==> config.mk <==
export PLATFORM = sky130hd
export DESIGN_NAME = vgaSyncGen
export DESIGN_NICKNAME = d
export VERILOG_FILES = /design/src/hw/connectFourPkg.sv /design/src/hw/vgaSyncGen.sv
export SDC_FILE = /design/constraint.sdc
export NUM_CORES = 1
export LEC_CHECK = 0
export BUFFER_PORTS_ARGS = -buffer_cell sky130_fd_sc_hd__buf_2
export CORE_AREA = 2 2 56 58
export CTS_CLUSTER_SIZE = 10
export DETAILED_ROUTE_END_ITERATION = 16
export DIE_AREA = 0 0 58 60
export PLACE_DENSITY = 0.7
export SLEW_MARGIN = 20
export SYNTH_ARGS = -nofsm -noshare
export SYNTH_HDL_FRONTEND = slang
export SYNTH_SLANG_ARGS = --single-unit
==> constraint.sdc <==
create_clock -name Clk -period 1.95 [get_ports Clk]
set_input_delay 0.39 -clock Clk [delete_from_list [all_inputs] [get_ports Clk]]
set_output_delay 0.39 -clock Clk [all_outputs]
set_load 0.1 [all_outputs]
==> src/hw/connectFourPkg.sv <==
`default_nettype none

package connectFourPkg;

	// 640x480 raster, pixel counts per line
	localparam int HVisible   = 640;
	localparam int HSyncStart = 656;
	localparam int HSyncEnd   = 751; // Last low pixel
	localparam int HTotal     = 800;

	// Line counts per frame
	localparam int VVisible   = 480;
	localparam int VSyncStart = 490;
	localparam int VSyncEnd   = 491;
	localparam int VTotal     = 525;

	localparam int CounterWidth = 10;

	// Board layout
	localparam int ColCount  = 7;
	localparam int RowCount  = 6;
	localparam int CellCount = 42; // Index is row * 7 + col

	localparam int ColorCodeWidth = 2;
	localparam int ColWidth       = 3;

	// Chip centres, rows count upward from the bottom
	localparam int XFirstCenter  = 125;
	localparam int YBottomCenter = 442;
	localparam int CellPitch     = 65;
	localparam int ChipHalf      = 27;

	// Yellow board, inclusive bounds
	localparam int BoardLeft   = 88;
	localparam int BoardRight  = 551;
	localparam int BoardTop    = 80;
	localparam int BoardBottom = 479;

	// Strip holding the preview chip
	localparam int BannerTop    = 13;
	localparam int BannerBottom = 67;

	localparam logic [ColorCodeWidth-1:0] ColorWhite  = 2'd0;
	localparam logic [ColorCodeWidth-1:0] ColorRed    = 2'd1;
	localparam logic [ColorCodeWidth-1:0] ColorBlack  = 2'd2;
	localparam logic [ColorCodeWidth-1:0] ColorYellow = 2'd3;

	// Pin order red2 red1 red0 green2 green1 green0 blue1 blue0
	localparam logic [7:0] PinsWhite  = 8'b111_111_11;
	localparam logic [7:0] PinsRed    = 8'b110_000_00;
	localparam logic [7:0] PinsBlack  = 8'b000_000_00;
	localparam logic [7:0] PinsYellow = 8'b101_101_00;

endpackage

`default_nettype wire

==> src/hw/vgaSyncGen.sv <==
`timescale 1ns/100ps
`default_nettype none

module vgaSyncGen (
	input  logic Clk,
	input  logic Reset,
	output logic [connectFourPkg::CounterWidth-1:0] pixelX,
	output logic [connectFourPkg::CounterWidth-1:0] pixelY,
	output logic hSyncRaw,
	output logic vSyncRaw,
	output logic displayArea
);

	logic [connectFourPkg::CounterWidth-1:0] xNext;
	logic [connectFourPkg::CounterWidth-1:0] yNext;
	logic lineEnd;
	logic frameEnd;

	assign lineEnd  = (pixelX == connectFourPkg::HTotal - 1);
	assign frameEnd = (pixelY == connectFourPkg::VTotal - 1);

	// Next raster position
	always_comb
	begin
		xNext = lineEnd ? '0 : pixelX + 1'b1;
		yNext = pixelY;
		if (lineEnd)
		begin
			if (frameEnd)
				yNext = '0;
			else
				yNext = pixelY + 1'b1;
		end
	end

	// Syncs and flag are decoded from the next position,
	// so they line up with the counters they describe
	always_ff @(posedge Clk or posedge Reset)
	begin
		if (Reset)
		begin
			pixelX      <= '0;
			pixelY      <= '0;
			hSyncRaw    <= 1'b1;
			vSyncRaw    <= 1'b1;
			displayArea <= 1'b1; // Position 0,0 is visible
		end
		else
		begin
			pixelX      <= xNext;
			pixelY      <= yNext;
			hSyncRaw    <= !(xNext >= connectFourPkg::HSyncStart &&
				xNext <= connectFourPkg::HSyncEnd);
			vSyncRaw    <= !(yNext >= connectFourPkg::VSyncStart &&
				yNext <= connectFourPkg::VSyncEnd);
			displayArea <= (xNext < connectFourPkg::HVisible) &&
				(yNext < connectFourPkg::VVisible);
		end
	end

	xInRange: assert property (@(posedge Clk) disable iff (Reset)
		pixelX < connectFourPkg::HTotal)
		else $error("pixelX out of range: %0d", pixelX);

	yInRange: assert property (@(posedge Clk) disable iff (Reset)
		pixelY < connectFourPkg::VTotal)
		else $error("pixelY out of range: %0d", pixelY);

endmodule

`default_nettype wire

Yosys cells after proc, flatten, opt, wreduce, memory -nomap -nowiden. Cells that the tools add are included.

Bits in registers: 23. Latch bits: 0. RAM bits: 0. ROM bits: 0. Input port bits: 2. Logic and storage cells: 23. Memories kept: 0.

$add $sub $neg: 2. Multipliers: 0. Divide/modulo/power cells: 0. Magnitude comparators: 6. Equality and inequality tests: 2. Shift-type cells: 0. Muxes and demuxes: 3. Bitwise logic cells: 0. Reduce and logical (&&, ||, !) cells: 5.

Operators by type and width (number): 10-bit two-way mux (3); 10-bit by 1-bit adder with 10-bit output, second input constant (2); 10-bit == test, second input constant (2); 10-bit >= comparator, second input constant (1); 10-bit by 9-bit >= comparator with 1-bit output, second input constant (1); 10-bit less-or-equal comparator, second input constant (1); 10-bit by 9-bit less-or-equal comparator with 1-bit output, second input constant (1); 10-bit < comparator, second input constant (1); 10-bit by 9-bit < comparator with 1-bit output, second input constant (1); 1-bit logical AND (3); 1-bit zero test (2).

Depth between registers and ports, before layout. Gate-level depths: netlist of run 1.

Word-level depth: 6. Gate-level depth with buffers: 8. Depth with buffers taken out: 7.

Least setup slack after synthesis of run 1. OpenSTA, ideal clock, no wires.

Path kind: reg-to-reg. Start: reg pixelX[0] (netlist bit). End: reg pixelY[4] (netlist bit). Arrival time: 2.377 ns. Data required time: 1.822 ns. Path slack: -0.554 ns. Cell stages (with the launch flop): 8. Path through: dfrtp_1 > ha_1 > and4_1 > buf_6 > and3_4 > buf_6 > nand4_1 > mux2_1.

Word-level cells in the longest chain between the ends: 2.

RTL lines: from (decl) (line vgaSyncGen.sv:7) `output logic [connectFourPkg::CounterWidth-1:0] pixelX,`; from (signal assigned) (line vgaSyncGen.sv:50) `pixelX <= xNext;`; 10-bit == test (line vgaSyncGen.sv:19) `assign lineEnd = (pixelX == connectFourPkg::HTotal - 1);`; 10-bit two-way mux (line vgaSyncGen.sv:27) `if (lineEnd)`; via yNext, one bit (line vgaSyncGen.sv:15) `logic [connectFourPkg::CounterWidth-1:0] yNext;`; to (signal assigned) (line vgaSyncGen.sv:51) `pixelY <= yNext;`; to (decl) (line vgaSyncGen.sv:8) `output logic [connectFourPkg::CounterWidth-1:0] pixelY,`.

The timed path passes the listed nets, and every way through them passes these cells.

Worst setup path after layout of run 1.
Start: reg pixelX[1] (netlist bit). End: reg vSyncRaw.

Word-level cells in the longest chain between the ends: 5. Elaborated cells on any way between the ends: 6. Those cells by class: order compare: 2; eq/ne: 1; mux: 1; reduce/logical: 2.

RTL lines: 10-bit == test (*) (line vgaSyncGen.sv:19); 10-bit two-way mux (*) (line vgaSyncGen.sv:27); 10-bit by 9-bit >= comparator with 1-bit output / 10-bit by 9-bit less-or-equal comparator with 1-bit output (equally long branches) (line vgaSyncGen.sv:54, vgaSyncGen.sv:55); 1-bit logical AND (*) (line vgaSyncGen.sv:54) `vSyncRaw <= !(yNext >= connectFourPkg::VSyncStart &&`; 1-bit zero test (*) (line vgaSyncGen.sv:54); to (signal assigned) (line vgaSyncGen.sv:54); to (decl) (line vgaSyncGen.sv:10) `output logic vSyncRaw,`.

Every way passes the cells marked *; elsewhere a longest branch is shown, timed or not.

==> impl_metrics.env, run 1 <==
export IMPL_timing_slew_headroom_pct=67.46
export IMPL_coreArea_mm2=0.002903
export IMPL_drive_above_1_share_pct=41.77
export IMPL_synth_ff_type="dfrtp_1"
export IMPL_finalClockSkew_ns=0.004865
export IMPL_drt_wl_total_mm=2.710
export IMPL_dp_hpwl_mm=2.006
export IMPL_hold_viol_final=0
export IMPL_grt_pass1_vias=1038
export IMPL_antenna_found_initial=0
export IMPL_setup_viol=0
export IMPL_grt_overflow=0
export IMPL_ioPinCount=25
export IMPL_postSynthCellCount=132
export IMPL_hold_path_class="in -> async"
export IMPL_finalCritPeriodShare_pct=94.58
export IMPL_max_freq_ghz=0.5422
export IMPL_syn_nets=138
export IMPL_tritoncts="yes"
export IMPL_drtIter0Drc=42
export IMPL_routed_via_density=5.670
export IMPL_die_y_um=60
export IMPL_leakagePower_nw=0.7213
export IMPL_cp_end_kind="register"
export IMPL_port_buffer_count=24
export IMPL_vias=1083
export IMPL_status="finished clean"
export IMPL_ir_worst_vdd_v=0.0002947
export IMPL_final_common_cell="buf_2"
export IMPL_crit_chain="ha_4 > and4_4 > and3_4 > a31o_2 > a211oi_2 > nand4_1"
export IMPL_drt_antenna_violating_nets=0
export IMPL_maxSlewViolCount=0
export IMPL_critPathMaxFanout=10
export IMPL_drt_wirelength_per_cell_um=14.19
export IMPL_synthArstFlopShare_pct=100.0
export IMPL_criticalPathCategory="reg -> reg"
export IMPL_ys_warn_count=0
export IMPL_synth_seq_cells=23
export IMPL_finish_instance_area_mm2=0.001526
export IMPL_rsz0062_at_grt="true"
export IMPL_syn_to_final_growth_pct=16.86
export IMPL_worstPathArrival_ns=2.08
export IMPL_nets=165
export IMPL_worstPathRequired_ns=2.19
export IMPL_path_clk_slew_ns=0.13
export IMPL_netlist_area_mm2=0.001306
export IMPL_route_detailed_drc=0
export IMPL_slowest_delay_ns=0.53
export IMPL_start_kind="register"
export IMPL_clockBufferDepth=2
export IMPL_worst_pin_slew_ns=0.4915
export IMPL_power_density_mw_per_mm2=463.5
export IMPL_synth_edf_count=0
export IMPL_gp_congestion=0.7668
export IMPL_ys_seq_area_share_pct=44.35
export IMPL_start_util_pct=45.00
export IMPL_rows=20
export IMPL_final_cell_mix="buf_2 (24), dfrtp_2 (17), inv_1 (11), nor2_1 (10), nand2_1 (9)"
export IMPL_cts_root_buf="clkbuf_4"
export IMPL_grt_first_pass_wirelength_mm=4.719
export IMPL_clock_latency_ns=0.31
export IMPL_period_needed_ns=1.844
export IMPL_dpl_instance_area_mm2=0.001474
export IMPL_syn_area_per_cell_um2=9.896
export IMPL_synth_distinct_cells=44
export IMPL_slowest_stage="dfrtp_4"
export IMPL_maxCapViolations=0
export IMPL_die_w_um=58
export IMPL_n_antenna_cell=0
export IMPL_cts_buffers=3
export IMPL_cts_sinks=23
export IMPL_grt_total_usage_pct=17.71
export IMPL_die_area_mm2=0.003480
export IMPL_cts_htree_levels=1
export IMPL_drt_pass1_iterations=4
export IMPL_whs_ns=0.08024
export IMPL_cts_hold_buf=0
export IMPL_finalPower_mw=0.7075
export IMPL_grt_max_degree=24
power breakdown:
group	leakage (nW)	internal [mW]	switching, mW
Combinational	0.435	0.00219	0.00900
Sequential	0.269	0.477	0
Clock	0.0177	0.0766	0.143
Total	0.721	0.556	0.152
metal layers:
layer | share of wire (%) | wire (um) | global-route usage, %
met1 | 47 | 1272 | 23.50
met2 | 48 | 1310 | 29.87
met3 | 3.7 | 99 | 2.165
met4 | 1.0 | 28 | 6.312
met5 | 0 | 0 | 0
stage by stage:
stage               instances  setup slack (ns)  utilization (%)  TNS (ns)
CTS                       189           0.04972            51.77         0
global route              191          -0.02299            52.59  -0.03096
global placement          185            0.1080            50.78         0
floorplan                 132          -0.04636                -  -0.07276
finish                    191            0.1056            52.59         0
detailed placement        185           0.02651            50.78         0
Yosys cell counts (2+ instances only):
master | count | share of area (%)
nor4bb_1 | 2 | 1.5
and3_1 | 5 | 2.4
xnor2_1 | 5 | 3.4
ha_1 | 4 | 3.8
dfstp_2 | 3 | 6.0
xor2_1 | 5 | 3.4
nand3_1 | 7 | 2.7
nand4_1 | 6 | 2.9
o21ai_0 | 8 | 3.1
nor3_1 | 3 | 1.1
nor2_1 | 10 | 2.9
buf_6 | 2 | 1.7
buf_4 | 2 | 1.1
nand2_1 | 9 | 2.6
inv_1 | 11 | 3.2
or2_2 | 2 | 0.96
a21oi_1 | 2 | 0.77
dfrtp_1 | 20 | 38
logic make-up (layout without fill, tap and decap cells):
kind of cell / after synthesis / after routing / share of synthesized area [%]
and+or+nand+nor: 55 / 55 / 24.90
muxes: 2 / 2 / 1.724
DFF: 23 / 23 / 44.35
xor gates and xnor gates: 10 / 10 / 6.705
buffers and inverters: 16 / 42 / 6.417
AOI/OAI and AO/OA: 22 / 22 / 12.07
adders and majority gates: 4 / 4 / 3.832
worst max-delay path: cells and delay by family, from the launching register on:
kind                       cells  cell delay (ns)
AOI/OAI and AO/OA              2             0.50
and+or+nand+nor                3             0.56
adders and majority gates      1             0.18
DFF                            1             0.53
final timing paths:
| path | from | to | slack (ns) | depth (start not counted) |
|---|---|---|---|---|
| max in group asynchronous | Reset | hSyncRaw | 1.58 | 3 |
| min in group Clk | pixelX[0] | pixelX[0] | 0.54 | 1 |
| hold / removal | Reset | pixelX[1] | 0.08 | 3 |
| setup / recovery | pixelX[1] | vSyncRaw | 0.11 | 6 |
| setup reg to reg | pixelX[1] | vSyncRaw | 0.11 | 6 |
| hold reg to reg | pixelX[0] | pixelX[0] | 0.54 | 1 |
final cells by class:
| cell class | instances | area, um2 |
|---|---|---|
| repair buffers | 27 | 142.6 |
| clock inverters | 1 | 5.005 |
| well taps | 33 | 41.29 |
| fillers | 272 | 1376 |
| multi-input cells | 93 | 665.6 |
| clock buffers | 3 | 22.52 |
| flip-flops and latches | 23 | 608.1 |
| inverters | 11 | 41.29 |
timing repair:
action	in CTS	in global routing
setup buffers	0	2
gates resized for setup	1	2
pin swaps	0	2
setup endpoints to repair	1	2
gates cloned	0	0
registers in the layout (all words and copies together) (netlist names):
signal       count
hSyncRaw         1
displayArea      1
pixelX          10
pixelY          10
vSyncRaw         1
Power figures use the tool's default switching activity.
==> inputs of run 2 (changes only) <==
CORE_AREA = 2 2 46 69   (was 2 2 56 58)
DIE_AREA = 0 0 48 71   (was 0 0 58 60)
PLACE_DENSITY = default   (was 0.7)
PLACE_DENSITY_LB_ADDON = 0.12   (was default)
==> run 2 against run 1 <==
  * Worst setup slack worse by 0.030 ns
  * Critical path type unchanged
  * Combinational power about the same
  * Critical path depth unchanged
  * Largest cell class unchanged
==> impl_metrics.env, run 2 (synthesized netlist as in run 1, its figures left out) <==
export IMPL_status="finished clean"
export IMPL_die_w_um=48
export IMPL_period_needed_ns=1.874
export IMPL_max_freq_ghz=0.5336
export IMPL_clockBufferDepth=2
export IMPL_timing_slew_headroom_pct=66.54
export IMPL_die_area_mm2=0.003408
export IMPL_drive_above_1_share_pct=41.77
export IMPL_worstPathRequired_ns=2.14
export IMPL_drt_antenna_violating_nets=0
export IMPL_grt_total_usage_pct=19.21
export IMPL_maxSlewViolCount=0
export IMPL_start_util_pct=45.79
export IMPL_finalCritPeriodShare_pct=96.10
export IMPL_top_regs="pixelX (10), pixelY (10)"
export IMPL_grt_util_met2_pct=29.93
export IMPL_busiest_layer="met2"
export IMPL_cts_htree_levels=1
export IMPL_n_antenna_cell=0
export IMPL_grt_first_pass_wirelength_mm=4.754
export IMPL_drt_wl_total_mm=2.896
export IMPL_finalClockSkew_ns=0.002986
export IMPL_hold_path_class="in -> async"
export IMPL_power_density_mw_per_mm2=506.8
export IMPL_finish_instance_area_mm2=0.001551
export IMPL_worst_pin_slew_ns=0.5053
export IMPL_dpl_instance_area_mm2=0.001481
export IMPL_port_buffer_count=24
export IMPL_dp_cells=191
export IMPL_antenna_found_initial=0
export IMPL_grt_max_degree=24
export IMPL_die_y_um=71
export IMPL_hold_viol_final=0
export IMPL_critPathMaxFanout=10
export IMPL_cts_sinks=23
export IMPL_grt_pass1_vias=1035
export IMPL_routed_via_density=5.426
export IMPL_final_cells=197
export IMPL_route_detailed_drc=0
export IMPL_nets=165
export IMPL_dp_hpwl_mm=2.130
export IMPL_rows=24
export IMPL_cp_end_kind="register"
export IMPL_maxCapViolations=0
export IMPL_cts_buffers=3
export IMPL_final_cell_mix="buf_2 (24), dfrtp_2 (17), inv_1 (11), nor2_1 (10), nand2_1 (9)"
export IMPL_drt_pass1_iterations=4
export IMPL_setup_viol=0
export IMPL_drtIter0Drc=19
export IMPL_cts_root_buf="clkbuf_8"
export IMPL_syn_to_final_growth_pct=18.77
export IMPL_gp_congestion=0.8484
export IMPL_ioPinCount=25
export IMPL_worstPathArrival_ns=2.06
export IMPL_coreArea_mm2=0.002853
export IMPL_finalPower_mw=0.7863
export IMPL_grtUsageMet1_pct=23.66
export IMPL_leakagePower_nw=0.7284
export IMPL_grt_overflow=0
export IMPL_drt_wirelength_per_cell_um=14.70
export IMPL_tritoncts="yes"
export IMPL_vias=1069
export IMPL_gr_usage_met3_pct=3.571
export IMPL_final_common_cell="buf_2"
export IMPL_start_kind="register"
export IMPL_ir_worst_vdd_v=0.0003192
export IMPL_clock_latency_ns=0.27
export IMPL_criticalPathCategory="reg -> reg"
export IMPL_setup_tns_final_ns=0
export IMPL_path_clk_slew_ns=0.08
-- run 2: worst max-delay path, stage by stage, from the launching register on --
cell and delay, ns:
dfrtp_4 0.51, ha_4 0.18, and4_2 0.29, and3_4 0.23, a31o_2 0.25, a211oi_2 0.21
nand4_1 0.12
-- run 2: through the flow --
stage	setup slack [ns]	hold WS [ns]	util (%)
floorplan	-0.04636	0.3886	-
global placement	0.1116	0.4398	51.93
detailed placement	0.02743	0.4463	51.93
CTS	0.0008524	0.1500	53.55
global route	-0.01302	0.1662	54.39
finish	0.07609	0.1416	54.39
-- run 2: routing by layer --
metal / wire, um / up-vias
li1: - / 520
met1: 1163 / 510
met2: 1531 / 27
met3: 93 / 12
met4: 107 / 0
met5: 0 / -
-- run 2: final timing paths --
kind | start | endpoint | slack (ns) | depth (start not counted)
max | pixelX[1] | vSyncRaw | 0.08 | 6
min | Reset | pixelX[0] | 0.14 | 3
max reg2reg | pixelX[1] | vSyncRaw | 0.08 | 6
min reg2reg | pixelX[0] | pixelX[0] | 0.53 | 1
max in group asynchronous | Reset | hSyncRaw | 1.52 | 3
min in group Clk | pixelX[0] | pixelX[0] | 0.53 | 1
-- run 2: power by group --
| group | internal, mW | total [mW] | switching, mW |
|---|---|---|---|
| clock | 0.143 | 0.298 | 0.156 |
| combinational | 0.00219 | 0.0114 | 0.00926 |
| sequential | 0.476 | 0.476 | 0 |
| total | 0.621 | 0.786 | 0.165 |
-- run 2: layout make-up --
class	instances	area [um2]
Tap cell	39	48.80
Clock buffer	3	41.29
Inverter	11	41.29
Fill cell	271	1301
Multi-Input combinational cell	93	664.4
Timing Repair Buffer	27	142.6
Clock inverter	1	5.005
Sequential cell	23	608.1
-- run 2: timing repair --
| action | in CTS | in global routing |
|---|---|---|
| endpoints found under the setup margin | 0 | 2 |
| hold buffers | 0 | 0 |
| setup buffers | 0 | 2 |
| resized for setup | 0 | 2 |
| hold endpoints to repair | 0 | 0 |
==> inputs of run 3 (changes only) <==
CORE_AREA = 2 2 44 66   (was 2 2 46 69)
DIE_AREA = 0 0 46 68   (was 0 0 48 71)
clock period = 1.8 ns   (was 1.95 ns; I/O delays follow)
==> run 3 against run 2 <==
  * Count of clock-buffer cells in the layout unchanged
  * Clock skew rose by 0.00055 ns
  * Register-to-register slack got worse by 0.02 ns
  * Final cell count is 3.0% lower
  * Worst setup slack worse by 0.024 ns
  * Utilization is 10 points higher
  * Cell area rose by 7.9%
  * Via count grew 5.4%
  * Critical path depth stayed put
  * Global-route usage grew 3.2 points
  * Largest cell class unchanged
  * Combinational power grew 11%
  * Critical path type unchanged
==> impl_metrics.env, run 3 (synthesized netlist as in run 1, its figures left out) <==
export IMPL_coreArea_mm2=0.002590
export IMPL_vias=1127
export IMPL_port_buffer_count=24
export IMPL_grt_total_usage_pct=22.39
export IMPL_hold_viol_final=0
export IMPL_setup_tns_final_ns=0
export IMPL_route_detailed_drc=0
export IMPL_cts_buffers=3
export IMPL_final_common_cell="buf_2"
export IMPL_max_freq_ghz=0.5721
export IMPL_ioPinCount=25
export IMPL_status="finished clean"
export IMPL_grt_first_pass_wirelength_mm=5.154
export IMPL_grt_util_met2_pct=39.41
export IMPL_routed_via_density=5.901
export IMPL_grt_max_degree=24
export IMPL_finalClockSkew_ns=0.003533
export IMPL_dp_hpwl_mm=2.192
export IMPL_gp_congestion=0.9344
export IMPL_nets=173
export IMPL_timing_slew_headroom_pct=67.47
export IMPL_maxCapViolations=0
export IMPL_cp_end_kind="register"
export IMPL_grt_pass1_vias=1087
export IMPL_dpl_instance_area_mm2=0.001520
export IMPL_maxSlewViolCount=0
export IMPL_ff2ff_setup_slack_ns=0.05
export IMPL_busiest_layer="met2"
export IMPL_drive_above_1_share_pct=51.20
export IMPL_drt_wl_total_mm=3.194
export IMPL_grt_overflow=0
export IMPL_cts_sinks=23
export IMPL_criticalPathCategory="reg -> reg"
export IMPL_path_clk_slew_ns=0.09
export IMPL_clock_latency_ns=0.27
export IMPL_critPathMaxFanout=7
export IMPL_worstPathRequired_ns=1.99
export IMPL_drt_antenna_violating_nets=0
export IMPL_tritoncts="yes"
export IMPL_rows=23
export IMPL_drt_wirelength_per_cell_um=16.72
export IMPL_start_util_pct=50.43
export IMPL_drtIter0Drc=40
export IMPL_power_density_mw_per_mm2=511.9
export IMPL_syn_to_final_growth_pct=28.16
export IMPL_cts_root_buf="clkbuf_8"
export IMPL_finalCritPeriodShare_pct=97.10
export IMPL_leakagePower_nw=0.7681
export IMPL_n_antenna_cell=0
export IMPL_antenna_found_initial=0
export IMPL_hold_path_class="in -> async"
export IMPL_grtUsageMet1_pct=26.72
export IMPL_die_area_mm2=0.003128
export IMPL_setup_viol=0
export IMPL_die_w_um=46
export IMPL_period_needed_ns=1.748
export IMPL_worst_pin_slew_ns=0.4913
export IMPL_rsz0062_at_grt="true"
export IMPL_die_y_um=68
export IMPL_worstPathArrival_ns=1.93
export IMPL_gr_usage_met3_pct=3.166
export IMPL_ir_worst_vdd_v=0.0003084
export IMPL_cts_htree_levels=1
export IMPL_start_kind="register"
export IMPL_drt_pass1_iterations=4
export IMPL_clockBufferDepth=2
export IMPL_top_regs="pixelX (10), pixelY (10)"
export IMPL_finish_instance_area_mm2=0.001674
export IMPL_final_cell_mix="buf_2 (24), dfrtp_2 (18), inv_1 (11), buf_4 (10)"
## run 3: changes by cell type in the layout (fill, tap and decap cells not counted), sizes merged
| cell | before | now |
|---|---|---|
| buf | 27 | 35 |
## run 3: final cells by class
class	instances	area, um2
Multi-Input combinational cell	93	739.5
Timing Repair Buffer	35	206.4
Clock buffer	3	41.29
Sequential cell	23	609.3
Fill cell	227	915.9
Inverter	11	41.29
Clock inverter	1	5.005
Tap cell	25	31.28
## run 3: path summary, 6_finish.rpt
kind | from | end | cells after the start
worst max-delay path | pixelX[0] | vSyncRaw | 6
worst min-delay path | Reset | pixelY[2] | 3
worst max register to register | pixelX[0] | vSyncRaw | 6
worst min register to register | pixelY[8] | pixelY[8] | 1
max in group asynchronous | Reset | vSyncRaw | 3
min in group Clk | pixelY[8] | pixelY[8] | 1
## run 3: where the power goes
group	switching [mW]	leakage [nW]	internal, mW
sequential	0	0.267	0.516
combinational	0.0102	0.475	0.00237
clock	0.174	0.0255	0.155
## run 3: stage by stage
| step | total power [mW] | util, % | hold slack, ns | setup WS (ns) | instances |
|---|---|---|---|---|---|
| 6_report | 0.8570 | 64.64 | 0.1174 | 0.05219 | 191 |
| 4_1_cts | 0.8626 | 60.97 | 0.1291 | -0.01471 | 188 |
| 3_3_place_gp | 0.5393 | 58.70 | 0.4062 | 0.04751 | 184 |
| 3_5_place_dp | 0.5399 | 58.70 | 0.4204 | 0.01040 | 184 |
| 5_1_grt | 0.8847 | 64.64 | 0.1403 | -0.07466 | 191 |
| 2_1_floorplan | 0.5341 | - | 0.3585 | -0.1963 | 132 |
## run 3: what timing repair did
item,4_1_cts,5_1_grt
hold buffers,0,0
buffers inserted,0,3
gates resized for setup,3,15
pin swaps,2,10
setup endpoints to repair,2,3
## run 3: metal layers
| metal | up-vias | part of all wire [%] |
|---|---|---|
| li1 | 535 | - |
| met1 | 552 | 39 |
| met2 | 34 | 57 |
| met3 | 6 | 3.0 |
| met4 | 0 | 1.3 |
| met5 | - | 0 |
## run 3: worst max-delay path, cell delays in order (launching register included)
cell	delay, ns
dfrtp_4	0.50
ha_4	0.17
and4_4	0.19
and3_4	0.19
a31o_2	0.26
a211oi_4	0.25
nand4_1	0.11
