`config.mk`:
```
export PLATFORM = sky130hd
export DESIGN_NAME = pixelCombiner
export DESIGN_NICKNAME = d
export VERILOG_FILES = /design/src/hw/connectFourPkg.sv /design/src/hw/pixelCombiner.sv
export SDC_FILE = /design/constraint.sdc
export NUM_CORES = 1
export LEC_CHECK = 0
export BUFFER_PORTS_ARGS = -buffer_cell sky130_fd_sc_hd__buf_2
export CAP_MARGIN = 5
export CORE_AREA = 8 8 45 47
export CTS_BUF_LIST = sky130_fd_sc_hd__clkbuf_4
export DETAILED_ROUTE_END_ITERATION = 12
export DIE_AREA = 0 0 53 55
export GPL_TIMING_DRIVEN = 1
export SYNTH_ARGS = -nofsm -noshare
export SYNTH_HDL_FRONTEND = slang
export SYNTH_SLANG_ARGS = --single-unit
```
`constraint.sdc`:
```
create_clock -name Clk -period 0.9 [get_ports Clk]
set_input_delay 0.045 -clock Clk [delete_from_list [all_inputs] [get_ports Clk]]
set_output_delay 0.045 -clock Clk [all_outputs]
set_load 0.01 [all_outputs]
```
`src/hw/connectFourPkg.sv`:
```
`default_nettype none

package connectFourPkg;

	// 640x480 raster, pixel counts per line
	localparam int HVisible   = 640;
	localparam int HSyncStart = 656;
	localparam int HSyncEnd   = 751; // Last low pixel
	localparam int HTotal     = 800;

	// Line counts per frame
	localparam int VVisible   = 480;
	localparam int VSyncStart = 490;
	localparam int VSyncEnd   = 491;
	localparam int VTotal     = 525;

	localparam int CounterWidth = 10;

	// Board layout
	localparam int ColCount  = 7;
	localparam int RowCount  = 6;
	localparam int CellCount = 42; // Index is row * 7 + col

	localparam int ColorCodeWidth = 2;
	localparam int ColWidth       = 3;

	// Chip centres, rows count upward from the bottom
	localparam int XFirstCenter  = 125;
	localparam int YBottomCenter = 442;
	localparam int CellPitch     = 65;
	localparam int ChipHalf      = 27;

	// Yellow board, inclusive bounds
	localparam int BoardLeft   = 88;
	localparam int BoardRight  = 551;
	localparam int BoardTop    = 80;
	localparam int BoardBottom = 479;

	// Strip holding the preview chip
	localparam int BannerTop    = 13;
	localparam int BannerBottom = 67;

	localparam logic [ColorCodeWidth-1:0] ColorWhite  = 2'd0;
	localparam logic [ColorCodeWidth-1:0] ColorRed    = 2'd1;
	localparam logic [ColorCodeWidth-1:0] ColorBlack  = 2'd2;
	localparam logic [ColorCodeWidth-1:0] ColorYellow = 2'd3;

	// Pin order red2 red1 red0 green2 green1 green0 blue1 blue0
	localparam logic [7:0] PinsWhite  = 8'b111_111_11;
	localparam logic [7:0] PinsRed    = 8'b110_000_00;
	localparam logic [7:0] PinsBlack  = 8'b000_000_00;
	localparam logic [7:0] PinsYellow = 8'b101_101_00;

endpackage

`default_nettype wire

```
`src/hw/pixelCombiner.sv`:
```
`timescale 1ns/100ps
`default_nettype none

module pixelCombiner (
	input  logic Clk,
	input  logic Reset,
	input  logic [connectFourPkg::ColorCodeWidth-1:0] boardColor,
	input  logic chipHit,
	input  logic [connectFourPkg::ColorCodeWidth-1:0] chipColor,
	input  logic hSyncRaw,
	input  logic vSyncRaw,
	input  logic displayArea,
	output logic vgaHsync,
	output logic vgaVsync,
	output logic [2:0] vgaRed,
	output logic [2:0] vgaGreen,
	output logic [1:0] vgaBlue
);

	logic [connectFourPkg::ColorCodeWidth-1:0] finalColor;
	logic [7:0] pinsNext;
	logic [7:0] pins;
	logic [1:0] hSyncPipe;
	logic [1:0] vSyncPipe;
	logic [1:0] areaPipe;

	assign finalColor = chipHit ? chipColor : boardColor; // Chip on top

	always_comb
	begin
		unique case (finalColor)
			connectFourPkg::ColorWhite:  pinsNext = connectFourPkg::PinsWhite;
			connectFourPkg::ColorRed:    pinsNext = connectFourPkg::PinsRed;
			connectFourPkg::ColorBlack:  pinsNext = connectFourPkg::PinsBlack;
			connectFourPkg::ColorYellow: pinsNext = connectFourPkg::PinsYellow;
		endcase
	end

	// Layers lag the raw syncs by one cycle, so the first stage
	// of the area flag is the one that matches them
	always_ff @(posedge Clk or posedge Reset)
	begin
		if (Reset)
		begin
			hSyncPipe <= 2'b11;
			vSyncPipe <= 2'b11;
			areaPipe  <= 2'b00;
			pins      <= '0;
		end
		else
		begin
			hSyncPipe <= {hSyncPipe[0], hSyncRaw};
			vSyncPipe <= {vSyncPipe[0], vSyncRaw};
			areaPipe  <= {areaPipe[0], displayArea};
			pins      <= areaPipe[0] ? pinsNext : '0;
		end
	end

	assign vgaHsync = hSyncPipe[1];
	assign vgaVsync = vSyncPipe[1];
	assign {vgaRed, vgaGreen, vgaBlue} = pins;

	blankPins: assert property (@(posedge Clk) disable iff (Reset)
		!areaPipe[1] |-> pins == '0)
		else $error("Pins active during blanking: %h", pins);

endmodule

`default_nettype wire

```
# --- Word-level counts from Yosys, hierarchy flattened ---
# Cells that the tools add are included.
totals:
  elab_cells: 11
  output_inout_bits: 10
  in_bits: 10
  reg_bits: 13
op_classes:
  n_mux: 3
  reduce_logical: 1
  eq_ne: 3
op_table:
  columns: ["operator", "n"]
  rows:
  - ["8-bit case mux with 4 select lines", 1]
  - ["8-bit two-way mux", 1]
  - ["2-bit equality test, second input constant", 2]
  - ["2-bit by 1-bit equality test with 1-bit output, second input constant", 1]
  - ["2-bit logical NOT", 1]
  - ["2-bit two-way mux", 1]

# --- Depth between registers and ports, before layout ---
# Gate-level depths: netlist (run 1).
depth:
  word_depth: 4
  mapped_depth: 4
  mapped_depth_nobuf: 4

# --- Worst setup path before layout (run 1) ---
# No wires, ideal clock.
synth_path:
  path_type: "input port to flip-flop"
  from: "input port chipHit"
  to: "register pins[5]"
  t_arrival_ns: 0.610
  stages: 3
  setup_ns: 0.073
  t_required_ns: 0.827
  slack_ns: 0.217
  path_buffers: 0
  path_cell_list: "mux2i_1 > ha_1 > nor2b_1"
synth_between:
  elab_chain_len: 4
  elab_cells_between_ends: 7
  cone_classes: "3 x eq/ne; 3 x mux; 1 x reduce/logical"
synth_lines:
  columns: ["element", "line_no", "source"]
  rows:
  - ["from (decl)", "pixelCombiner.sv:8", "input logic chipHit,"]
  - ["2-bit two-way mux *", "pixelCombiner.sv:27", "assign finalColor = chipHit ? chipColor : boardColor;"]
  - ["2-bit equality test (tied with other cells)", "pixelCombiner.sv:31", "unique case (finalColor)"]
  - ["8-bit case mux with 4 select lines *", "pixelCombiner.sv:31", null]
  - ["8-bit two-way mux *", "pixelCombiner.sv:55", "pins <= areaPipe[0] ? pinsNext : '0;"]
  - ["to (signal assigned)", "pixelCombiner.sv:55", null]
  - ["to (decl)", "pixelCombiner.sv:22", "logic [7:0] pins;"]
# Every way passes the cells marked *; elsewhere a longest branch is shown, timed or not.

# --- Worst setup path in the final report (run 1) ---
layout_path:
  from: "register hSyncPipe[1]"
  to: "output port vgaHsync"
layout_lines:
  columns: ["element", "line_no", "source"]
  rows:
  - ["from (decl)", "pixelCombiner.sv:23", "logic [1:0] hSyncPipe;"]
  - ["from (signal assigned)", "pixelCombiner.sv:52", "hSyncPipe <= {hSyncPipe[0], hSyncRaw};"]
  - ["to (decl)", "pixelCombiner.sv:13", "output logic vgaHsync,"]
# No word-level cell between the ends.

==> results of run 1 <==
-- worst paths after layout --
kind	depth (start not counted)	slack [ns]	endpoint	from
worst max-delay path	1	-0.01	vgaHsync	hSyncPipe[1]
worst min register to register	0	0.36	hSyncPipe[1]	hSyncPipe[0]
min in group asynchronous	3	0.28	areaPipe[0]	Reset
worst max register to register	1	0.26	pins[3]	areaPipe[0]
max in group asynchronous	3	0.33	vSyncPipe[1]	Reset
worst min-delay path	3	0.17	pins[6]	boardColor[1]
-- per-stage QoR --
step / total power, mW / instances
6_report: 0.8893 / 62
5_1_grt: 0.9513 / 62
4_1_cts: 0.9088 / 62
3_5_place_dp: 0.5570 / 54
3_3_place_gp: 0.5538 / 54
2_1_floorplan: 0.5171 / 23
-- cells by family (layout without fill, tap and decap cells) --
family	after synthesis	count (layout)
adder cells (fa/ha/maj)	2	2
AND/OR/NAND/NOR	4	4
multiplexers	2	2
flip-flops	9	9
buffers and inverters	6	29
-- area by class of cell --
type                    instances  area share [%]
multi-input cells               8           13.86
flip-flops and latches          9           45.54
well taps                      16           3.960
clock buffers                   4           5.941
inverters                       2           1.485
repair buffers                 23           29.21
-- where the power goes --
group	internal, mW	switching (mW)	total [mW]
Clock	0.200	0.123	0.323
Combinational	0.0650	0.0549	0.120
Sequential	0.437	0.00987	0.446
Total	0.701	0.188	0.889
-- layout by cell type, fill, tap and decap left out --
cell type      synthesis  routed
buf_2                  0      17
dlygate4sd3_1          0       4
inv_1                  2       2
dfrtp_1                5       5
dfstp_2                4       4
ha_1                   2       2
mux2i_1                2       2
clkbuf_4               0       4
nor2b_1                2       2
and2_1                 2       2
buf_6                  0       2
-- cells in the mapped netlist --
master   number  area share (%)
inv_1         2             2.2
mux2i_1       2             5.9
dfstp_2       4              31
and2_1        2             3.7
ha_1          2             7.4
dfrtp_1       5              37
buf_4         4             8.9
nor2b_1       2             3.7
-- metal layers --
layer,global-route usage (%),routed length (um),vias up
li1,-,-,113
met5,0,0,-
met2,6.250,221,18
met3,4.813,151,0
met1,4.368,220,103
met4,3.879,0,0
-- registers in the layout, indices dropped and copies added (netlist names) --
register   flops
hSyncPipe      2
vSyncPipe      2
areaPipe       1
pins           4
-- timing repair --
item	in CTS	in global routing
gates resized for setup	2	0
hold buffers	4	0
hold endpoints to repair	8	0
setup endpoints to repair	2	2
==> reports/results.tsv, run 1 <==
stage	metric	value	unit
die	io_pins	20	
synth	synthXorXnorAreaFrac	0	%
final_layout	drive_gt1_share	58.70	%
global_routing	grt_max_degree	10	
clock_tree	cts_max_path_buffers	2	
sta	grt_setup_unrepaired	yes	
drt	antenna_left	0	
die	start_util	24.41	%
place	numPortBuffers	19	
place	place_area	422.9	sq um
sta	max-slew-margin-rel	78.74	%
die	num_rows	14	
sta	fin_ws	-0.01052	ns
clock_tree	postCtsSetupBuffers	0	
final_layout	nFillCells	133	
synth	synth_fa_ha_area_share	7.407	%
drt	first_iter_violations	0	
clock_tree	clk_pin_slew	0.06	ns
sta	setup_viol	2	
job	max_cap_violations	0	
critical_path	crit_arrival	0.87	ns
run_status	outcome	finished, violations left	
die	die_w	53	um
critical_path	crit_family	flip-flops	
hold_path	hp-class	input port to flop	
final_layout	finalNetCount	59	
critical_path	worstSetupEndpointType	primary output	
sta	clock-skew-final	0.002993	ns
synth	synth-simple-area-share	7.407	%
final_layout	multi_input_area	70.07	sq um
global_routing	grt_first_pass_wirelength	945	um
place	post-place-ws	0.005412	ns
sta	finalCriticalPeriod	0.9105	ns
final_layout	diodes	0	
clock_tree	clk_latency	0.25	ns
drt	drc	0	
critical_path	critical_path_peak_fanout	1	
clock_tree	cts_max_level	1	
drt	avgViaCountPerCell	3.774	
sta	fmax	1098	MHz
final_layout	ff_latch_area	230.2	sq um
die	die_area	2915	sq um
clock_tree	cts_buffers	3	
global_routing	antenna_found_initial	0	
synth	netlist_area	337.8	sq um
synth	synth_compound_area_share	0	%
global_routing	track_usage	4.799	%
synth	ys_seq_area_share	68.15	%
critical_path	slowest_stage	dfstp_2	
run_status	violations	setup timing	
synth	synth_seq_cells	9	
synth	muxShareOfSynthArea	5.926	%
drt	wl_per_cell	9.565	um
synth	synth_area_per_cell	14.69	sq um
final_layout	area_growth	49.63	%
drt	drt_pass1_iterations	1	
die	core_area	1384	sq um
sta	tightest_slew	0.3186	ns
final_layout	final_util	36.53	%
place	place_congestion	0.6491	
power_and_ir_drop	powerDensity	1759	nW/um^2
critical_path	cp.buffers_inverters	1	
sta	setup_tns	-0.01546	ns
drt	routed-via-count	234	
drt	routed_wl	593	um
synth	synth_top_family_by_area	buffers and inverters	
clock_tree	cts_tree	yes	
global_routing	overflow	0	
global_routing	grt_pass1_vias	242	
critical_path	critPathKind	flop to primary output	
synth	syn_nets	35	
critical_path	crit_chain	buf_6	
sta	slew_violations	0	
clock_tree	clockRootBuffer	clkbuf_4	
clock_tree	clock-sinks	9	
sta	whs	0.1652	ns
synth	ys_warn_count	0	
critical_path	cp_slowest_stage_delay	0.52	ns
final_layout	stdcell_area	505.5	sq um
sta	finalHoldViolations	0	
power_and_ir_drop	total_leakage_power	0.2750	nW
die	dieHeight	55	um
critical_path	crit_required	0.85	ns
synth	yosys.cell_types.count	8	
sta	fin_crit_sh	101.2	%
power_and_ir_drop	vdd_ir_drop_max	0.6016	mV
critical_path	startpoint_type	flop	
synth	synthCells	23	
No activity file was read; power rests on OpenSTA's default activity.
==> run 2: changes to the inputs <==
ABC_AREA = 1   (was not set)
==> run 2 against run 1 <==
  * The run still ends with setup timing left
  * Utilization grew 0.90 points
  * Global-route usage grew 0.83 points
  * Final area grew 2.5%
  * First-iteration DRC count grew 1
  * Via count grew 9.8%
  * Critical path depth is the same
  * Routed wire length grew 6.6%
  * Worst setup slack gained 0.0018 ns
  * Combinational power grew 7%
  * Flip-flop and latch count is the same
  * Critical endpoint is now vgaVsync
==> reports/results.tsv, run 2 <==
stage	metric	value	unit	change
synth	synth_area_per_cell	11.68	sq um	-20%
final_layout	mostFrequentLayoutCells	buf_2, inv_1, dfrtp_1		
critical_path	crit_required	0.85	ns	about the same
final_layout	nFillCells	143		+7.5%
die	num_rows	14		unchanged
global_routing	grt_first_pass_wirelength	1117	um	+18%
sta	finalHoldViolations	0		unchanged
run_status	violations	setup timing		
global_routing	antenna_found_initial	0		unchanged
drt	avgViaCountPerCell	3.725		-1.3%
job	max_cap_violations	0		unchanged
final_layout	stdcell_area	518.0	sq um	+2.5%
die	die_w	53	um	unchanged
sta	clock-skew-final	0.001637	ns	-0.001357 ns
sta	fmax	1100	MHz	+0.20%
drt	drt_pass1_iterations	2		+1
die	die_area	2915	sq um	unchanged
clock_tree	clk_pin_slew	0.06	ns	about the same
final_layout	top_regs	pins x4, hSyncPipe x2, vSyncPipe x2		
synth	synthTopCellsByArea	dfrtp_1, dfstp_2, buf_4		
synth	synth-simple-area-share	10.71	%	+3.3 points
synth	synth_compound_area_share	1.429	%	+1.4 points
sta	tightest_slew	0.3089	ns	-0.009684 ns
critical_path	crit_arrival	0.86	ns	about the same
synth	synthXorXnorAreaFrac	0	%	unchanged
hold_path	hp-class	input port to flop		
critical_path	critical_path_peak_fanout	1		unchanged
final_layout	layout_commonest_cell	buf_2		
drt	drc	0		unchanged
drt	wl_per_cell	9.159	um	-4.2%
synth	syn_nets	42		+20%
die	core_area	1384	sq um	unchanged
synth	ys_warn_count	0		unchanged
synth	synth-async-reset-ratio	100.0	%	unchanged
die	io_pins	20		unchanged
place	numPortBuffers	19		unchanged
drt	routed_wl	632	um	+6.6%
sta	slew_violations	0		unchanged
critical_path	slowest_stage	dfstp_2		
clock_tree	cts_max_level	1		unchanged
die	start_util	25.32	%	+0.90 points
synth	yosys.cell_types.count	11		+3
global_routing	overflow	0		unchanged
global_routing	track_usage	5.626	%	+0.83 points
run_status	outcome	finished, violations left		
critical_path	cp.buffers_inverters	1		unchanged
synth	synth_fa_ha_area_share	7.143	%	-0.26 points
power_and_ir_drop	powerDensity	1730	nW/um^2	-1.6%
die	dieHeight	55	um	unchanged
synth	netlist_area	350.3	sq um	+3.7%
synth	synth_seq_cells	9		unchanged
sta	max-slew-margin-rel	79.38	%	+0.65 points
clock_tree	cts_buffers	3		unchanged
critical_path	worstSetupEndpointType	primary output		
synth	yosysTopAreaCellShare	35.71	%	-1.3 points
synth	synth_flop_cell	dfrtp_1		
synth	ys_seq_area_share	65.71	%	-2.4 points
clock_tree	clockRootBuffer	clkbuf_4		
power_and_ir_drop	vdd_ir_drop_max	0.4594	mV	-24%
critical_path	crit_family	flip-flops		
clock_tree	clk_latency	0.25	ns	about the same
drt	routed-via-count	257		+9.8%
critical_path	critPathKind	flop to primary output		
critical_path	cp_slowest_stage_delay	0.52	ns	about the same
power_and_ir_drop	total_leakage_power	0.2963	nW	+7.7%
place	place_congestion	0.6379		-1.7%
place	place_area	435.4	sq um	+3.0%
sta	grt_setup_unrepaired	yes		
final_layout	drive_gt1_share	58.49	%	-0.21 points
synth	synth_edf_count	0		unchanged
place	dp_hpwl	526.6	um	
sta	fin_ws	-0.008723	ns	+0.001796 ns
synth	synth_largest_area_cell	dfrtp_1		
final_layout	area_growth	47.86	%	
sta	finalCriticalPeriod	0.9087	ns	-0.001796 ns
clock_tree	clock-sinks	9		unchanged
clock_tree	cts_tree	yes		
critical_path	crit_chain	buf_6		
sta	setup_viol	2		unchanged
final_layout	diodes	0		unchanged
synth	muxShareOfSynthArea	0	%	-5.9 points
final_layout	finalNetCount	66		+12%
global_routing	grt_pass1_vias	284		+17%
synth	synth_common_cells	dfrtp_1, inv_1, buf_4, dfstp_2, nand2_1		
synth	synthCells	30		+30%
clock_tree	cts_max_path_buffers	2		unchanged
drt	first_iter_violations	1		+1
drt	antenna_left	0		unchanged
synth	synth_top_family_by_area	buffers and inverters		
global_routing	grt_max_degree	10		unchanged
final_layout	top_register	pins		
critical_path	startpoint_type	flop		
sta	whs	0.06621	ns	-0.09901 ns
final_layout	largest_reg_flops	4		unchanged
sta	fin_crit_sh	101.0	%	-0.20 points
run 2: cell count changes after synthesis:
cell and delta:
and2_1 -2, inv_1 +3, inv_2 +1, mux2i_1 -2
nand2_1 +3, nand2_2 +2, nor2_1 +2, nor2_2 +1
nor2b_1 -2, o21ai_0 +1
run 2: kinds of logic (layout without fill, tap and decap cells):
| family | Yosys count | in the layout |
|---|---|---|
| AO/OA/AOI/OAI | 1 | 1 |
| adder cells (fa/ha/maj) | 2 | 2 |
| buffers and inverters | 10 | 33 |
| flip-flops | 9 | 9 |
| AND/OR/NAND/NOR | 8 | 8 |
run 2: final timing paths:
path / slack (ns) / cells past startpoint / start / end
max: -0.009 / 1 / vSyncPipe[1] / vgaVsync
min: 0.07 / 4 / boardColor[1] / pins[6]
max in group asynchronous: 0.34 / 3 / Reset / hSyncPipe[1]
min in group asynchronous: 0.28 / 3 / Reset / pins[5]
min reg2reg: 0.36 / 0 / vSyncPipe[0] / vSyncPipe[1]
max reg2reg: 0.26 / 2 / areaPipe[0] / pins[5]
run 2: report_power, final:
group,internal [mW],switching (mW)
Sequential,0.437,0.00937
Clock,0.200,0.123
Combinational,0.0643,0.0637
run 2: what timing repair did:
action | in CTS | in global routing
hold buffers | 4 | 0
pin swaps | 0 | 0
setup buffers | 0 | 0
resized for setup | 2 | 0
endpoints found under the setup margin | 2 | 2
endpoints found under the hold margin | 8 | 0
run 2: layout make-up:
cell class                 instances  area, sq um  area share (%)
timing repair buffer              23        147.6           28.50
tap                               16        20.02           3.865
clock buffer                       4        30.03           5.797
inverter                           6        22.52           4.348
sequential                         9        230.2           44.44
multi-input combinational         11        67.56           13.04
run 2: per-layer routing:
| metal | vias up | global-route usage (%) | wire (um) |
|---|---|---|---|
| li1 | 128 | - | - |
| met1 | 109 | 5.772 | 247 |
| met2 | 18 | 7.031 | 258 |
| met3 | 2 | 2.139 | 99 |
| met4 | 0 | 9.052 | 27 |
| met5 | - | 0 | 0 |
run 2: metrics by stage:
step	setup slack, ns	TNS (ns)	power (mW)	cells	utilization [%]
after floorplan	0.2244	0	0.5225	30	-
after global placement	0.04607	0	0.5606	61	31.46
after detailed placement	0.005195	0	0.5640	61	31.46
after CTS	-0.02527	-0.04989	0.9202	69	37.43
after global routing	-0.04452	-0.08752	0.9571	69	37.43
final	-0.008723	-0.01725	0.8963	69	37.43
==> run 3: changes to the inputs <==
PLACE_DENSITY = 0.55   (was not set)
==> run 3 against run 2 <==
  * Critical path type unchanged
  * Worst setup slack got worse by 0.0055 ns
  * The run still ends with setup timing left
  * Die area unchanged
  * Non-clock buffer count unchanged
  * Global-route usage decreased by 0.84 points
  * Critical endpoint is now vgaHsync
==> reports/results.tsv, run 3 (synthesized netlist as in run 2, its figures left out) <==
stage	metric	value	unit	change
final_layout	nFillCells	141		-1.4%
final_layout	diodes	0		unchanged
final_layout	stdcell_area	518.0	sq um	unchanged
sta	fmax	1094	MHz	-0.60%
final_layout	top_register	pins		
final_layout	finalNetCount	66		unchanged
hold_path	worstHoldPathCells	4		unchanged
clock_tree	clk_pin_slew	0.06	ns	about the same
final_layout	layout_commonest_cell	buf_2		
critical_path	cp.buffers_inverters	1		unchanged
drt	routed_wl	662	um	+4.7%
sta	slew_violations	0		unchanged
clock_tree	cts_max_level	1		unchanged
die	die_area	2915	sq um	unchanged
die	die_w	53	um	unchanged
sta	clock-skew-final	0.001291	ns	-0.0003455 ns
clock_tree	cts_buffers	3		unchanged
clock_tree	clock-sinks	9		unchanged
die	core_area	1384	sq um	unchanged
die	num_rows	14		unchanged
drt	routed-via-count	251		-2.3%
clock_tree	clk_latency	0.25	ns	about the same
run_status	outcome	finished, violations left		
power_and_ir_drop	vdd_ir_drop_max	0.4709	mV	+2.5%
drt	wl_per_cell	9.594	um	+4.7%
drt	first_iter_violations	3		+2
clock_tree	cts_max_path_buffers	2		unchanged
sta	fin_ws	-0.01418	ns	-0.005459 ns
power_and_ir_drop	total_leakage_power	0.2963	nW	unchanged
final_layout	top_regs	pins x4, hSyncPipe x2, vSyncPipe x2		
run_status	violations	setup timing		
sta	finalCriticalPeriod	0.9142	ns	+0.005459 ns
final_layout	stdcell_count	69		unchanged
clock_tree	postCtsSetupBuffers	0		unchanged
global_routing	antenna_found_initial	0		unchanged
job	max_cap_violations	0		unchanged
sta	fin_crit_sh	101.6	%	+0.61 points
final_layout	area_growth	47.86	%	unchanged
critical_path	crit_family	flip-flops		
critical_path	cp_num_cells	1		unchanged
critical_path	crit_chain	buf_6		
hold_path	hp-class	input port to flop		
critical_path	critPathKind	flop to primary output		
place	dp.cells	61		unchanged
critical_path	rr_startpoint	areaPipe[0]		
sta	tightest_slew	0.3131	ns	+0.004165 ns
sta	max-slew-margin-rel	79.10	%	-0.28 points
drt	antenna_left	0		unchanged
critical_path	startpoint	hSyncPipe[1]		
place	place_area	435.4	sq um	unchanged
global_routing	grt_pass1_vias	270		-4.9%
critical_path	cp_slowest_stage_delay	0.52	ns	about the same
place	post-place-ws	-0.02021	ns	-0.02541 ns
place	place_congestion	0.6109		-4.2%
final_layout	mostFrequentLayoutCells	buf_2, inv_1, dfrtp_1		
clock_tree	cts_tree	yes		
global_routing	grt_max_degree	10		unchanged
die	io_pins	20		unchanged
critical_path	reg2reg_depth	2		unchanged
place	dp_hpwl	531.7	um	+0.97%
global_routing	grt_first_pass_wirelength	1007	um	-9.8%
critical_path	critical_path_peak_fanout	1		unchanged
critical_path	slowest_stage	dfstp_2		
final_layout	drive_gt1_share	58.49	%	unchanged
global_routing	track_usage	4.791	%	-0.84 points
sta	grt_setup_unrepaired	yes		
drt	drc	0		unchanged
critical_path	crit_required	0.85	ns	about the same
sta	finalHoldViolations	0		unchanged
place	numPortBuffers	19		unchanged
critical_path	rrSetupSlack	0.27	ns	about the same
drt	avgViaCountPerCell	3.638		-2.3%
critical_path	worstSetupEndpointType	primary output		
drt	drt_pass1_iterations	2		unchanged
die	dieHeight	55	um	unchanged
power_and_ir_drop	powerDensity	1754	nW/um^2	+1.4%
sta	setup_viol	2		unchanged
final_layout	largest_reg_flops	4		unchanged
clock_tree	clockRootBuffer	clkbuf_4		
critical_path	startpoint_type	flop		
global_routing	overflow	0		unchanged
power_and_ir_drop	p_total	0.9085	mW	+1.4%
hold_path	hp-start	boardColor[1]		
critical_path	crit_arrival	0.87	ns	about the same
die	start_util	25.32	%	unchanged
sta	setup_tns	-0.02679	ns	-0.009541 ns
## run 3: routing by layer
layer | routed length, um | share of wire (%) | GRT usage (%) | up-vias
met1 | 268 | 40 | 5.124 | 105
met4 | 0 | 0 | 5.172 | 0
met3 | 105 | 16 | 1.337 | 0
li1 | - | - | - | 128
met5 | 0 | 0 | 0 | -
met2 | 288 | 44 | 7.227 | 18
## run 3: cell type report
cell class / instances / area [sq um] / area share [%]
multi-input cells: 11 / 67.56 / 13.04
well taps: 16 / 20.02 / 3.865
clock buffers: 4 / 30.03 / 5.797
repair buffers: 23 / 147.6 / 28.50
inverters: 6 / 22.52 / 4.348
flip-flops and latches: 9 / 230.2 / 44.44
## run 3: worst paths after layout
| path | to |
|---|---|
| worst max-delay path | vgaHsync |
| worst min-delay path | pins[6] |
| worst max register to register | pins[5] |
| worst min register to register | vSyncPipe[1] |
| max in group asynchronous | hSyncPipe[1] |
| min in group asynchronous | pins[5] |
## run 3: through the flow
step	hold slack [ns]	util (%)
after floorplan	-0.1299	-
after global placement	0.01306	31.46
after detailed placement	0.01449	31.46
after CTS	0.06048	37.43
after global routing	0.07525	37.43
final	0.07097	37.43
## run 3: worst min-delay path: stages
cell and delay [ns]:
buf_2 0.08, nand2_2 0.05, nand2_2 0.08, nor2_2 0.03
## run 3: repair_timing
item / CTS / global route
hold endpoints to repair: 8 / 0
endpoints found under the setup margin: 2 / 2
resized for setup: 2 / 0
hold buffers: 4 / 0
## run 3: power by group
group          leakage, nW  total (mW)  switching [mW]  internal [mW]
combinational        0.173       0.128          0.0642         0.0641
sequential           0.105       0.446         0.00990          0.436
clock               0.0184       0.334           0.133          0.200
